**config.mk**
```make
export PLATFORM = sky130hd
export DESIGN_NAME = pipe_ctrl_top
export DESIGN_NICKNAME = d
export VERILOG_FILES = /design/src/hdl/pipe_pkg.sv /design/src/hdl/instr_classify.sv /design/src/hdl/hazard_unit.sv /design/src/hdl/fetch_pc.sv /design/src/hdl/stage_regs.sv /design/src/hdl/pipe_ctrl_top.sv
export VERILOG_INCLUDE_DIRS = /design/src /design/src/hdl
export SDC_FILE = /design/constraint.sdc
export NUM_CORES = 1
export LEC_CHECK = 0
export BUFFER_PORTS_ARGS = -buffer_cell sky130_fd_sc_hd__buf_2
export CORE_MARGIN = 1
export CORE_UTILIZATION = 45
export CTS_CLUSTER_SIZE = 10
export DETAILED_ROUTE_END_ITERATION = 6
export HOLD_SLACK_MARGIN = 0.12
export PLACE_DENSITY_LB_ADDON = 0.12
export REMOVE_ABC_BUFFERS = 1
export SYNTH_ARGS = -nofsm -noshare
export SYNTH_HDL_FRONTEND = slang
export SYNTH_SLANG_ARGS = --single-unit
```
**constraint.sdc**
```tcl
create_clock -name clk -period 3.4 [get_ports clk]
set_input_delay 0.17 -clock clk [delete_from_list [all_inputs] [get_ports clk]]
set_output_delay 0.17 -clock clk [all_outputs]
set_load 0.02 [all_outputs]
```
**src/hdl/pipe_consts.svh**
```systemverilog
`ifndef PIPE_CONSTS_SVH
`define PIPE_CONSTS_SVH

// Instruction field bit ranges
`define OP_F        31:26
`define RS_F        25:21
`define RT_F        20:16
`define RD_F        15:11
`define FUNCT_F     5:0

// Primary opcodes
`define OP_SPECIAL  6'h00
`define OP_JAL      6'h03
`define OP_BEQ      6'h04
`define OP_ORI      6'h0d
`define OP_LUI      6'h0f
`define OP_LW       6'h23
`define OP_SW       6'h2b

// Funct codes under OP_SPECIAL
`define FUNCT_JR    6'h08
`define FUNCT_JALR  6'h09
`define FUNCT_ADDU  6'h21
`define FUNCT_SUBU  6'h23

// Link register written by jal
`define RA_REG      5'd31

// Fetch address after reset and per-instruction step
`define RESET_PC    32'h0000_3000
`define PC_STEP     32'd4

`endif

```
**src/hdl/pipe_pkg.sv**
```systemverilog
`default_nettype none

package pipe_pkg;

    // One instruction word
    typedef logic [31:0] instr_t;

    // Register file index
    typedef logic [4:0] reg_num_t;

    // Byte address of an instruction
    typedef logic [31:0] addr_t;

    // D/E operand select
    // 0 regfile, 1 M alu result, 2 W result, 3 M link, 4 W link
    typedef logic [2:0] fwd_sel_t;

    // M store data select
    // 0 none, 1 W result, 2 W link
    typedef logic [1:0] fwd_m_sel_t;

endpackage : pipe_pkg

`default_nettype wire

```
**src/hdl/instr_classify.sv**
```systemverilog
`default_nettype none

`include "pipe_consts.svh"

module instr_classify (
    input  pipe_pkg::instr_t   ir,
    output logic               is_b,
    output logic               is_cal_r,
    output logic               is_cal_i,
    output logic               is_load,
    output logic               is_store,
    output logic               is_jal,
    output logic               is_jr,
    output logic               is_jalr,
    output pipe_pkg::reg_num_t dst
);
    import pipe_pkg::*;

    logic [5:0] opcode;
    logic [5:0] funct;
    reg_num_t   rt_f;
    reg_num_t   rd_f;

    assign opcode = ir[`OP_F];
    assign funct  = ir[`FUNCT_F];
    assign rt_f   = ir[`RT_F];
    assign rd_f   = ir[`RD_F];

    // Unknown words, including the all-zero nop, fall through with no class
    always_comb begin
        is_b     = 1'b0;
        is_cal_r = 1'b0;
        is_cal_i = 1'b0;
        is_load  = 1'b0;
        is_store = 1'b0;
        is_jal   = 1'b0;
        is_jr    = 1'b0;
        is_jalr  = 1'b0;
        dst      = '0;
        case (opcode)
            `OP_SPECIAL: begin
                case (funct)
                    `FUNCT_ADDU, `FUNCT_SUBU: begin
                        is_cal_r = 1'b1;
                        dst      = rd_f;
                    end
                    `FUNCT_JR: begin
                        is_jr = 1'b1;
                    end
                    `FUNCT_JALR: begin
                        is_jalr = 1'b1;
                        dst     = rd_f;
                    end
                    default: begin
                        dst = '0;
                    end
                endcase
            end
            `OP_ORI, `OP_LUI: begin
                is_cal_i = 1'b1;
                dst      = rt_f;
            end
            `OP_LW: begin
                is_load = 1'b1;
                dst     = rt_f;
            end
            `OP_SW:  is_store = 1'b1;
            `OP_BEQ: is_b     = 1'b1;
            `OP_JAL: begin
                is_jal = 1'b1;
                dst    = `RA_REG;
            end
            default: begin
                dst = '0;
            end
        endcase
    end

endmodule

`default_nettype wire

```
**src/hdl/hazard_unit.sv**
```systemverilog
`default_nettype none

`include "pipe_consts.svh"

module hazard_unit (
    input  pipe_pkg::instr_t     ir_d,
    input  pipe_pkg::instr_t     ir_e,
    input  pipe_pkg::instr_t     ir_m,
    input  pipe_pkg::instr_t     ir_w,
    output logic                 stall,
    output logic                 pc_en,
    output logic                 if_id_en,
    output logic                 id_ex_clr,
    output pipe_pkg::fwd_sel_t   fwd_rs_d,
    output pipe_pkg::fwd_sel_t   fwd_rt_d,
    output pipe_pkg::fwd_sel_t   fwd_rs_e,
    output pipe_pkg::fwd_sel_t   fwd_rt_e,
    output pipe_pkg::fwd_m_sel_t fwd_rt_m
);
    import pipe_pkg::*;

    logic b_d, cal_r_d, cal_i_d, load_d, store_d, jr_d, jalr_d;
    logic cal_r_e, cal_i_e, load_e, store_e;
    logic cal_r_m, cal_i_m, load_m, store_m, jal_m, jalr_m;
    logic cal_r_w, cal_i_w, load_w, jal_w, jalr_w;
    reg_num_t dst_e, dst_m, dst_w;

    reg_num_t d_rs, d_rt, e_rs, e_rt, m_rt;
    logic d_jump_reg, d_alu_mem, e_alu_mem, e_wr;
    logic m_alu, m_link, w_res, w_link;
    logic stall_b, stall_jr, stall_load;

    instr_classify d_cls (
        .ir(ir_d), .is_b(b_d), .is_cal_r(cal_r_d), .is_cal_i(cal_i_d),
        .is_load(load_d), .is_store(store_d), .is_jal(), .is_jr(jr_d),
        .is_jalr(jalr_d), .dst()
    );

    instr_classify e_cls (
        .ir(ir_e), .is_b(), .is_cal_r(cal_r_e), .is_cal_i(cal_i_e),
        .is_load(load_e), .is_store(store_e), .is_jal(), .is_jr(),
        .is_jalr(), .dst(dst_e)
    );

    instr_classify m_cls (
        .ir(ir_m), .is_b(), .is_cal_r(cal_r_m), .is_cal_i(cal_i_m),
        .is_load(load_m), .is_store(store_m), .is_jal(jal_m), .is_jr(),
        .is_jalr(jalr_m), .dst(dst_m)
    );

    instr_classify w_cls (
        .ir(ir_w), .is_b(), .is_cal_r(cal_r_w), .is_cal_i(cal_i_w),
        .is_load(load_w), .is_store(), .is_jal(jal_w), .is_jr(),
        .is_jalr(jalr_w), .dst(dst_w)
    );

    assign d_rs = ir_d[`RS_F];
    assign d_rt = ir_d[`RT_F];
    assign e_rs = ir_e[`RS_F];
    assign e_rt = ir_e[`RT_F];
    assign m_rt = ir_m[`RT_F];

    assign d_jump_reg = jr_d | jalr_d;
    assign d_alu_mem  = cal_r_d | cal_i_d | load_d | store_d;
    assign e_alu_mem  = cal_r_e | cal_i_e | load_e | store_e;
    assign e_wr       = cal_r_e | cal_i_e | load_e;
    assign m_alu      = cal_r_m | cal_i_m;
    assign m_link     = jal_m | jalr_m;
    assign w_res      = cal_r_w | cal_i_w | load_w;
    assign w_link     = jal_w | jalr_w;

    // Register zero is never a dependency
    function automatic logic hits(input reg_num_t src, input reg_num_t dst);
        return (src != '0) && (src == dst);
    endfunction

    // M sources win over W and alu results win over links
    function automatic fwd_sel_t pick_fwd(
        input logic     use_m,
        input logic     use_w,
        input reg_num_t src,
        input logic     alu_m,
        input logic     link_m,
        input reg_num_t wr_m,
        input logic     res_w,
        input logic     link_w,
        input reg_num_t wr_w
    );
        fwd_sel_t sel;
        sel = 3'd0;
        if (use_m && alu_m && hits(src, wr_m)) begin
            sel = 3'd1;
        end else if (use_m && link_m && hits(src, wr_m)) begin
            sel = 3'd3;
        end else if (use_w && res_w && hits(src, wr_w)) begin
            sel = 3'd2;
        end else if (use_w && link_w && hits(src, wr_w)) begin
            sel = 3'd4;
        end
        return sel;
    endfunction

    // Branch compares in D, so a result still in E or a load in M is too late
    assign stall_b = b_d &&
        ((e_wr && (hits(d_rs, dst_e) || hits(d_rt, dst_e))) ||
         (load_m && (hits(d_rs, dst_m) || hits(d_rt, dst_m))));

    assign stall_jr = d_jump_reg &&
        ((e_wr && hits(d_rs, dst_e)) || (load_m && hits(d_rs, dst_m)));

    // Load-use hazard on rs and on the rt of an R-type
    // Store data is fixed up later in M
    assign stall_load = load_e &&
        ((d_alu_mem && hits(d_rs, dst_e)) || (cal_r_d && hits(d_rt, dst_e)));

    assign stall     = stall_b | stall_jr | stall_load;
    assign pc_en     = ~stall;
    assign if_id_en  = ~stall;
    assign id_ex_clr = stall;

    assign fwd_rs_d = pick_fwd(b_d | d_jump_reg, b_d | d_jump_reg, d_rs,
                               m_alu, m_link, dst_m, w_res, w_link, dst_w);
    assign fwd_rt_d = pick_fwd(b_d, b_d, d_rt,
                               m_alu, m_link, dst_m, w_res, w_link, dst_w);
    assign fwd_rs_e = pick_fwd(e_alu_mem, e_alu_mem, e_rs,
                               m_alu, m_link, dst_m, w_res, w_link, dst_w);
    // A store in E takes rt from W here, or later from fwd_rt_m
    assign fwd_rt_e = pick_fwd(cal_r_e, cal_r_e | store_e, e_rt,
                               m_alu, m_link, dst_m, w_res, w_link, dst_w);

    always_comb begin
        fwd_rt_m = 2'd0;
        if (store_m && w_res && hits(m_rt, dst_w)) begin
            fwd_rt_m = 2'd1;
        end else if (store_m && w_link && hits(m_rt, dst_w)) begin
            fwd_rt_m = 2'd2;
        end
    end

endmodule

`default_nettype wire

```
**src/hdl/fetch_pc.sv**
```systemverilog
`default_nettype none

`include "pipe_consts.svh"

module fetch_pc (
    input  logic            clk,
    input  logic            rst_n,
    input  logic            pc_en,
    output pipe_pkg::addr_t pc
);
    import pipe_pkg::*;

    addr_t pc_next;

    // Sequential fetch only
    assign pc_next = pc + `PC_STEP;

    always_ff @(posedge clk or negedge rst_n) begin
        if (!rst_n) begin
            pc <= `RESET_PC;
        end else if (pc_en) begin
            pc <= pc_next;
        end
    end

endmodule

`default_nettype wire

```
**src/hdl/stage_regs.sv**
```systemverilog
`default_nettype none

module stage_regs (
    input  logic             clk,
    input  logic             rst_n,
    input  logic             if_id_en,
    input  logic             id_ex_clr,
    input  pipe_pkg::instr_t instr,
    output pipe_pkg::instr_t ir_d,
    output pipe_pkg::instr_t ir_e,
    output pipe_pkg::instr_t ir_m,
    output pipe_pkg::instr_t ir_w
);
    import pipe_pkg::*;

    instr_t ir_e_in;

    // A cleared E stage carries the all-zero nop
    assign ir_e_in = id_ex_clr ? '0 : ir_d;

    always_ff @(posedge clk or negedge rst_n) begin
        if (!rst_n) begin
            ir_d <= '0;
        end else if (if_id_en) begin
            ir_d <= instr;
        end
    end

    // E, M and W always advance
    always_ff @(posedge clk or negedge rst_n) begin
        if (!rst_n) begin
            ir_e <= '0;
            ir_m <= '0;
            ir_w <= '0;
        end else begin
            ir_e <= ir_e_in;
            ir_m <= ir_e;
            ir_w <= ir_m;
        end
    end

endmodule

`default_nettype wire

```
**src/hdl/pipe_ctrl_top.sv**
```systemverilog
`default_nettype none

module pipe_ctrl_top (
    input  logic                 clk,
    input  logic                 rst_n,
    input  pipe_pkg::instr_t     instr,
    output pipe_pkg::addr_t      pc,
    output logic                 stall,
    output pipe_pkg::fwd_sel_t   fwd_rs_d,
    output pipe_pkg::fwd_sel_t   fwd_rt_d,
    output pipe_pkg::fwd_sel_t   fwd_rs_e,
    output pipe_pkg::fwd_sel_t   fwd_rt_e,
    output pipe_pkg::fwd_m_sel_t fwd_rt_m,
    output pipe_pkg::instr_t     ir_e,
    output pipe_pkg::instr_t     ir_m,
    output pipe_pkg::instr_t     ir_w
);

    logic             pc_en;
    logic             if_id_en;
    logic             id_ex_clr;
    pipe_pkg::instr_t ir_d;

    fetch_pc fetch_pc_i (
        .clk   (clk),
        .rst_n (rst_n),
        .pc_en (pc_en),
        .pc    (pc)
    );

    stage_regs stage_regs_i (
        .clk       (clk),
        .rst_n     (rst_n),
        .if_id_en  (if_id_en),
        .id_ex_clr (id_ex_clr),
        .instr     (instr),
        .ir_d      (ir_d),
        .ir_e      (ir_e),
        .ir_m      (ir_m),
        .ir_w      (ir_w)
    );

    hazard_unit hazard_unit_i (
        .ir_d      (ir_d),
        .ir_e      (ir_e),
        .ir_m      (ir_m),
        .ir_w      (ir_w),
        .stall     (stall),
        .pc_en     (pc_en),
        .if_id_en  (if_id_en),
        .id_ex_clr (id_ex_clr),
        .fwd_rs_d  (fwd_rs_d),
        .fwd_rt_d  (fwd_rt_d),
        .fwd_rs_e  (fwd_rs_e),
        .fwd_rt_e  (fwd_rt_e),
        .fwd_rt_m  (fwd_rt_m)
    );

endmodule

`default_nettype wire

```
# Word-level counts from Yosys, hierarchy flattened
# Cells that the tools add are included.
dict set report classes {
  n_addsub 1
  n_eq_ne 43
  mux 55
  n_bitwise 16
  n_reduce_logical 84
}
# op count
set op_table {}
lappend op_table {{equality test 6 bit, second input constant} 15}
lappend op_table {{equality test 6 x 4 -> 1 bit, second input constant} 13}
lappend op_table {{logical AND 1 bit} 56}
lappend op_table {{equality test 5 bit} 11}
lappend op_table {{2-to-1 mux 3 bit} 16}
lappend op_table {{case mux 5 bit (3 select lines)} 3}
lappend op_table {{adder 32 x 3 -> 32 bit, second input constant} 1}
lappend op_table {{2-to-1 mux 32 bit} 1}
lappend op_table {{2-to-1 mux 1 bit} 30}
lappend op_table {{nonzero test 5 bit} 5}
lappend op_table {{zero test 6 bit} 4}
lappend op_table {{equality test 6 x 2 -> 1 bit, second input constant} 3}
lappend op_table {{OR reduction 3 bit} 6}
lappend op_table {{OR 1 bit} 16}
lappend op_table {{OR reduction 2 bit} 8}
lappend op_table {{2-to-1 mux 5 bit} 3}
lappend op_table {{equality test 6 x 3 -> 1 bit, second input constant} 1}
lappend op_table {{logical OR 1 bit} 5}
lappend op_table {{2-to-1 mux 2 bit} 2}
dict set report word_totals {
  register_bits 160
  word_cells 204
}

# Logic depth before layout (Yosys ltp)
dict set report logic_depth {
  ltp_word 13
  depth_mapped 12
  ltp_nobuf 9
}

# Modules after synthesis
# A second synthesis with hierarchy kept.
dict set report unflattened {
  hier_cells 568
  area_unflattened_um2 7238.2
}
# module n_inst cells_per_inst area_per_inst_um2
set by_module_without_submodules {}
lappend by_module_without_submodules {stage_regs 1 199 4018.9}
lappend by_module_without_submodules {fetch_pc 1 118 1396.3}
lappend by_module_without_submodules {hazard_unit 1 143 957.2}
lappend by_module_without_submodules {instr_classify 4 27 216.5}

# Least setup slack after synthesis
# Ideal clock, no wire load.
dict set report synth_timing {
  kind {register -> output}
  from {reg stage_regs_i.ir_w[29]}
  to {out fwd_rt_e[2]}
  arrival_ns 3.134
  required_time_ns 3.230
  slack_ns 0.096
  stages_incl_launch_ff 10
  path_buffers 1
  cell_sequence {dfrtp_1 -> or4_1 -> nor3_1 -> o211a_1 -> a221o_1 -> clkbuf_1 -> xnor2_1 -> nand4_1 -> or4_1 -> nor3_1}
}
dict set report synth_via {
  elab_chain_cells 10
  word_cells_on_any_way 26
}
# item line_no
set synth_lines {}
lappend synth_lines {{from (decl)} stage_regs.sv:12} ;# output pipe_pkg::instr_t ir_w
lappend synth_lines {{from (signal assigned)} stage_regs.sv:38} ;# ir_w <= ir_m;
lappend synth_lines {{equality test 6 bit or equality test 6 x 4 -> 1 bit (tied branches)} instr_classify.sv:40} ;# case (opcode)
lappend synth_lines {{OR reduction 3 bit (no line) or OR reduction 2 bit (tied branches)} n/a}
lappend synth_lines {{case mux 5 bit (3 select lines) or 2-to-1 mux 1 bit (tied branches)} instr_classify.sv:40}
lappend synth_lines {{equality test 5 bit or OR 1 bit (tied branches)} {hazard_unit.sv:74, hazard_unit.sv:69}}
lappend synth_lines {{logical AND 1 bit or OR 1 bit (tied branches)} {hazard_unit.sv:74, hazard_unit.sv:69}}
lappend synth_lines {{logical AND 1 bit (on tied branches)} {hazard_unit.sv:97, hazard_unit.sv:95}}
lappend synth_lines {{2-to-1 mux 3 bit or logical AND 1 bit (tied branches)} {hazard_unit.sv:97, hazard_unit.sv:95}}
lappend synth_lines {{2-to-1 mux 3 bit *} hazard_unit.sv:95} ;# end else if (use_w && res_w && hits(src, wr_w)) begin
lappend synth_lines {{2-to-1 mux 3 bit *} hazard_unit.sv:93} ;# end else if (use_m && link_m && hits(src, wr_m)) begin
lappend synth_lines {{2-to-1 mux 3 bit *} hazard_unit.sv:91} ;# if (use_m && alu_m && hits(src, wr_m)) begin
lappend synth_lines {{to (decl)} pipe_ctrl_top.sv:12} ;# output pipe_pkg::fwd_sel_t fwd_rt_e,
# Mark *: on every way between the ends. The rest lies on a longest branch, timed or not.

# Final worst setup path
dict set report layout_timing {
  from {reg stage_regs_i.ir_w[28]}
  to {out fwd_rs_d[1]}
}
dict set report layout_via {
  elab_chain_cells 10
  word_cells_on_any_way 20
}
# item line_no
set layout_lines {}
lappend layout_lines {{parallel branches: the longest is 6 deep, another holds equality test 6 bit} n/a}
lappend layout_lines {{logical AND 1 bit *} hazard_unit.sv:95}
lappend layout_lines {{2-to-1 mux 3 bit *} hazard_unit.sv:95}
lappend layout_lines {{2-to-1 mux 3 bit *} hazard_unit.sv:93}
lappend layout_lines {{2-to-1 mux 3 bit *} hazard_unit.sv:91}
lappend layout_lines {{to (decl)} pipe_ctrl_top.sv:9} ;# output pipe_pkg::fwd_sel_t fwd_rs_d,
# Every way passes the cells marked *.

==> flow_metrics.tcl <==
set metrics [dict create \
    status "finished with violations" \
    violations "DRC, setup timing" \
    setup_viol 2 \
    grt_overflow_total 0 \
    synth_compound_area_share_pct 6.11 \
    drc 16 \
    rsz0062_at_grt "true" \
    p_per_area_nw_per_um2 506 \
    crit_family "simple AND/OR/NAND/NOR gates" \
    clock_sinks 158 \
    grt_pass1_wl_microns 28700 \
    critical_path_buf_inv_count 2 \
    worstPathRequired_ns 3.23 \
    period_share_pct 101 \
    worst-path-max-fanout 5 \
    syn_avg_cell_area_sq_um 11.3 \
    worst_pin_slew_ns 0.740 \
    worst-setup-path-type "flip-flop to output port" \
    ys.flop_type "dfrtp_1" \
    hpwl_microns 12500 \
    synth.largest_area_cell "dfrtp_1" \
    design_area_sq_um 9480 \
    routabilityCongestion 0.880 \
    portBuffers 174 \
    critical_path.slowest_cell "or4_4" \
    grt_usage_pct 23.5 \
    final_hold_viol_count 0 \
    yosys_warnings 0 \
    coreArea_sq_um 14700 \
    synth_area_leaders "dfrtp_1 57%, xnor2_1 7.8%, nand2_1 5.1%, and2_1 3.2%, xor2_1 2.3%" \
    syn-cell-area_sq_um 6840 \
    clock_latency_ns 0.42 \
    first_global_vias 5526 \
    synth-seq-area-share_pct 57.8 \
    setup_slack_ns -0.0233 \
    ys_ff_latch 158 \
    synth_fa_ha_area_share_pct 0.183 \
    finalNonFillerCells 1039 \
    clock_path_buffers 2 \
    peakVddDrop_mv 0.303 \
    ff_latch_area_sq_um 3960 \
    multi_input_comb_area_sq_um 2960 \
    clock_skew_ns 0.00969 \
    syn_to_final_growth_pct 38.5 \
    cts-root-buf "clkbuf_16" \
    cp-end-kind "output port" \
    nFillCells 1189 \
    die_w_microns 125 \
    fp.dieH_microns 125 \
    via_per_inst 5.22 \
    max_slew_margin_pct 50.2 \
    antenna_found_initial 0 \
    synth_top_area_share_pct 57.0 \
    synth_xor_area_share_pct 10.8 \
    cts_max_level 4 \
    grt_start_max_net_pins 88 \
    crit_chain "or4_4 > nor3_4 > o211a_4 > a221o_1 > buf_6 > xor2_1 > nor4_1 > nand3_1 > o22ai_2 > o21a_1 > buf_6" \
    final_common_cell "buf_2" \
    arrival_ns 3.25 \
    drtAntennaViolNets 0 \
    drive_above_1_share_pct 35.8 \
    numCtsBuffers 17 \
    synthArstFlopShare_pct 100 \
    hold_slack_ns 0.310 \
    nets 877 \
    worstSetupStartpointType "flip-flop" \
    vias 5422 \
    drv_slew 0 \
    post-place-ws_ns -0.0187 \
    start_util_pct 46.6 \
    synth_edf_count 0 \
    postPlaceCellArea_sq_um 7950 \
    io_pins 177 \
    die_area_sq_um 15700 \
    dp_cells 952 \
    synth-simple-area-share_pct 21.2 \
    critPathMaxStageDelay_ns 0.56 \
    final_cell_mix "164 x buf_2, 156 x dfrtp_1, 93 x nand2_1" \
    synth_top_family_by_area "simple AND/OR/NAND/NOR gates" \
    drv_cap 0 \
    synthesis.instances 607 \
    min_period_ns 3.42 \
    leakage_nw 4.37 \
    num_antenna_cells 0 \
    ys_types 57 \
    hp-class "input port to asynchronous set/reset pin" \
    path_clk_slew_ns 0.06 \
    wire_per_inst_microns 17.1 \
    wl_microns 17800 \
    dr.pass1.iters 7 \
    max_freq_mhz 292 \
    cp_common_cell "buf_6" \
    rows 44 \
    muxShareOfSynthArea_pct 0.987 \
    cts_tree "built" \
    drtIter0Drc 249 \
]
==> cell type report <==
class / instances / share of cell area [%]
timing repair buffer: 247 / 17.0
clock buffer: 19 / 4.78
sequential: 158 / 41.7
multi-input combinational: 410 / 31.2
clock inverter: 13 / 2.48
inverter: 8 / 0.317
tap: 184 / 2.43
==> final timing paths <==
check / depth (start not counted) / startpoint / slack, ns / endpoint
setup reg to reg: 11 / stage_regs_i.ir_e[27]$_DFF_PN0_ / 0.21 / fetch_pc_i.pc[23]$_DFFE_PN0N_
hold reg to reg: 0 / stage_regs_i.ir_m[24]$_DFF_PN0_ / 0.37 / stage_regs_i.ir_w[24]$_DFF_PN0_
hold / removal: 2 / rst_n / 0.31 / stage_regs_i.ir_w[27]$_DFF_PN0_
setup / recovery: 11 / stage_regs_i.ir_w[28]$_DFF_PN0_ / -0.02 / fwd_rs_d[1]
max in group asynchronous: 3 / rst_n / 2.21 / stage_regs_i.ir_d[11]$_DFFE_PN0N_
min in group clk: 0 / stage_regs_i.ir_m[24]$_DFF_PN0_ / 0.37 / stage_regs_i.ir_w[24]$_DFF_PN0_
==> flip-flops by register name, summed over array words and instances (netlist names) <==
register and cells:
stage_regs_i.ir_w 32, stage_regs_i.ir_d 32, stage_regs_i.ir_e 32, stage_regs_i.ir_m 32, fetch_pc_i.pc 30
==> Yosys cell counts (9+ instances only) <==
cell,number
dfrtp_1,156
nand2_1,93
xnor2_1,61
and2_1,35
nor2_1,27
nand4_1,19
nand3_1,18
xor2_1,18
nor3_1,15
clkbuf_1,14
a221oi_1,10
and3_1,9
nor4_1,9
==> stage by stage <==
stage / power (mW) / utilization, % / TNS [ns]
finish: 4.80 / 64.5 / -0.0397
global route: 4.99 / 64.5 / -1.20
CTS: 4.82 / 62.7 / -0.0392
detailed placement: 2.61 / 54.1 / -0.0266
global placement: 2.59 / 54.1 / 0
floorplan: 2.38 / - / -52.35
==> layer usage <==
layer  wire (microns)  share of wire [%]  track usage (%)
met1             7620                 43             29.1
met2             8940                 50             39.9
met3              937                5.3             5.91
met4              303                1.7             8.46
met5                0                  0                0
==> report_power, final <==
part           internal (mW)  switching (mW)  leakage [nW]
logic                  0.219           0.299          2.16
registers               1.99           0.128          1.89
clock network           1.42           0.742         0.330
total                   3.63            1.17          4.37
==> what timing repair did <==
action	4_1_cts	5_1_grt
buffers inserted	12	11
setup endpoints to repair	24	37
endpoints found under the hold margin	101	0
pin swaps	23	25
gates resized for setup	37	32
hold buffers	33	0
==> cells by family after synthesis <==
group | count (synthesis)
other | 1
multiplexers | 5
flip-flops | 158
XOR/XNOR | 82
buffers and inverters | 40
adder cells (fa/ha/maj) | 1
AND/OR/NAND/NOR | 273
AO/OA/AOI/OAI | 47
Note: power is estimated with default switching activity, not from simulation.
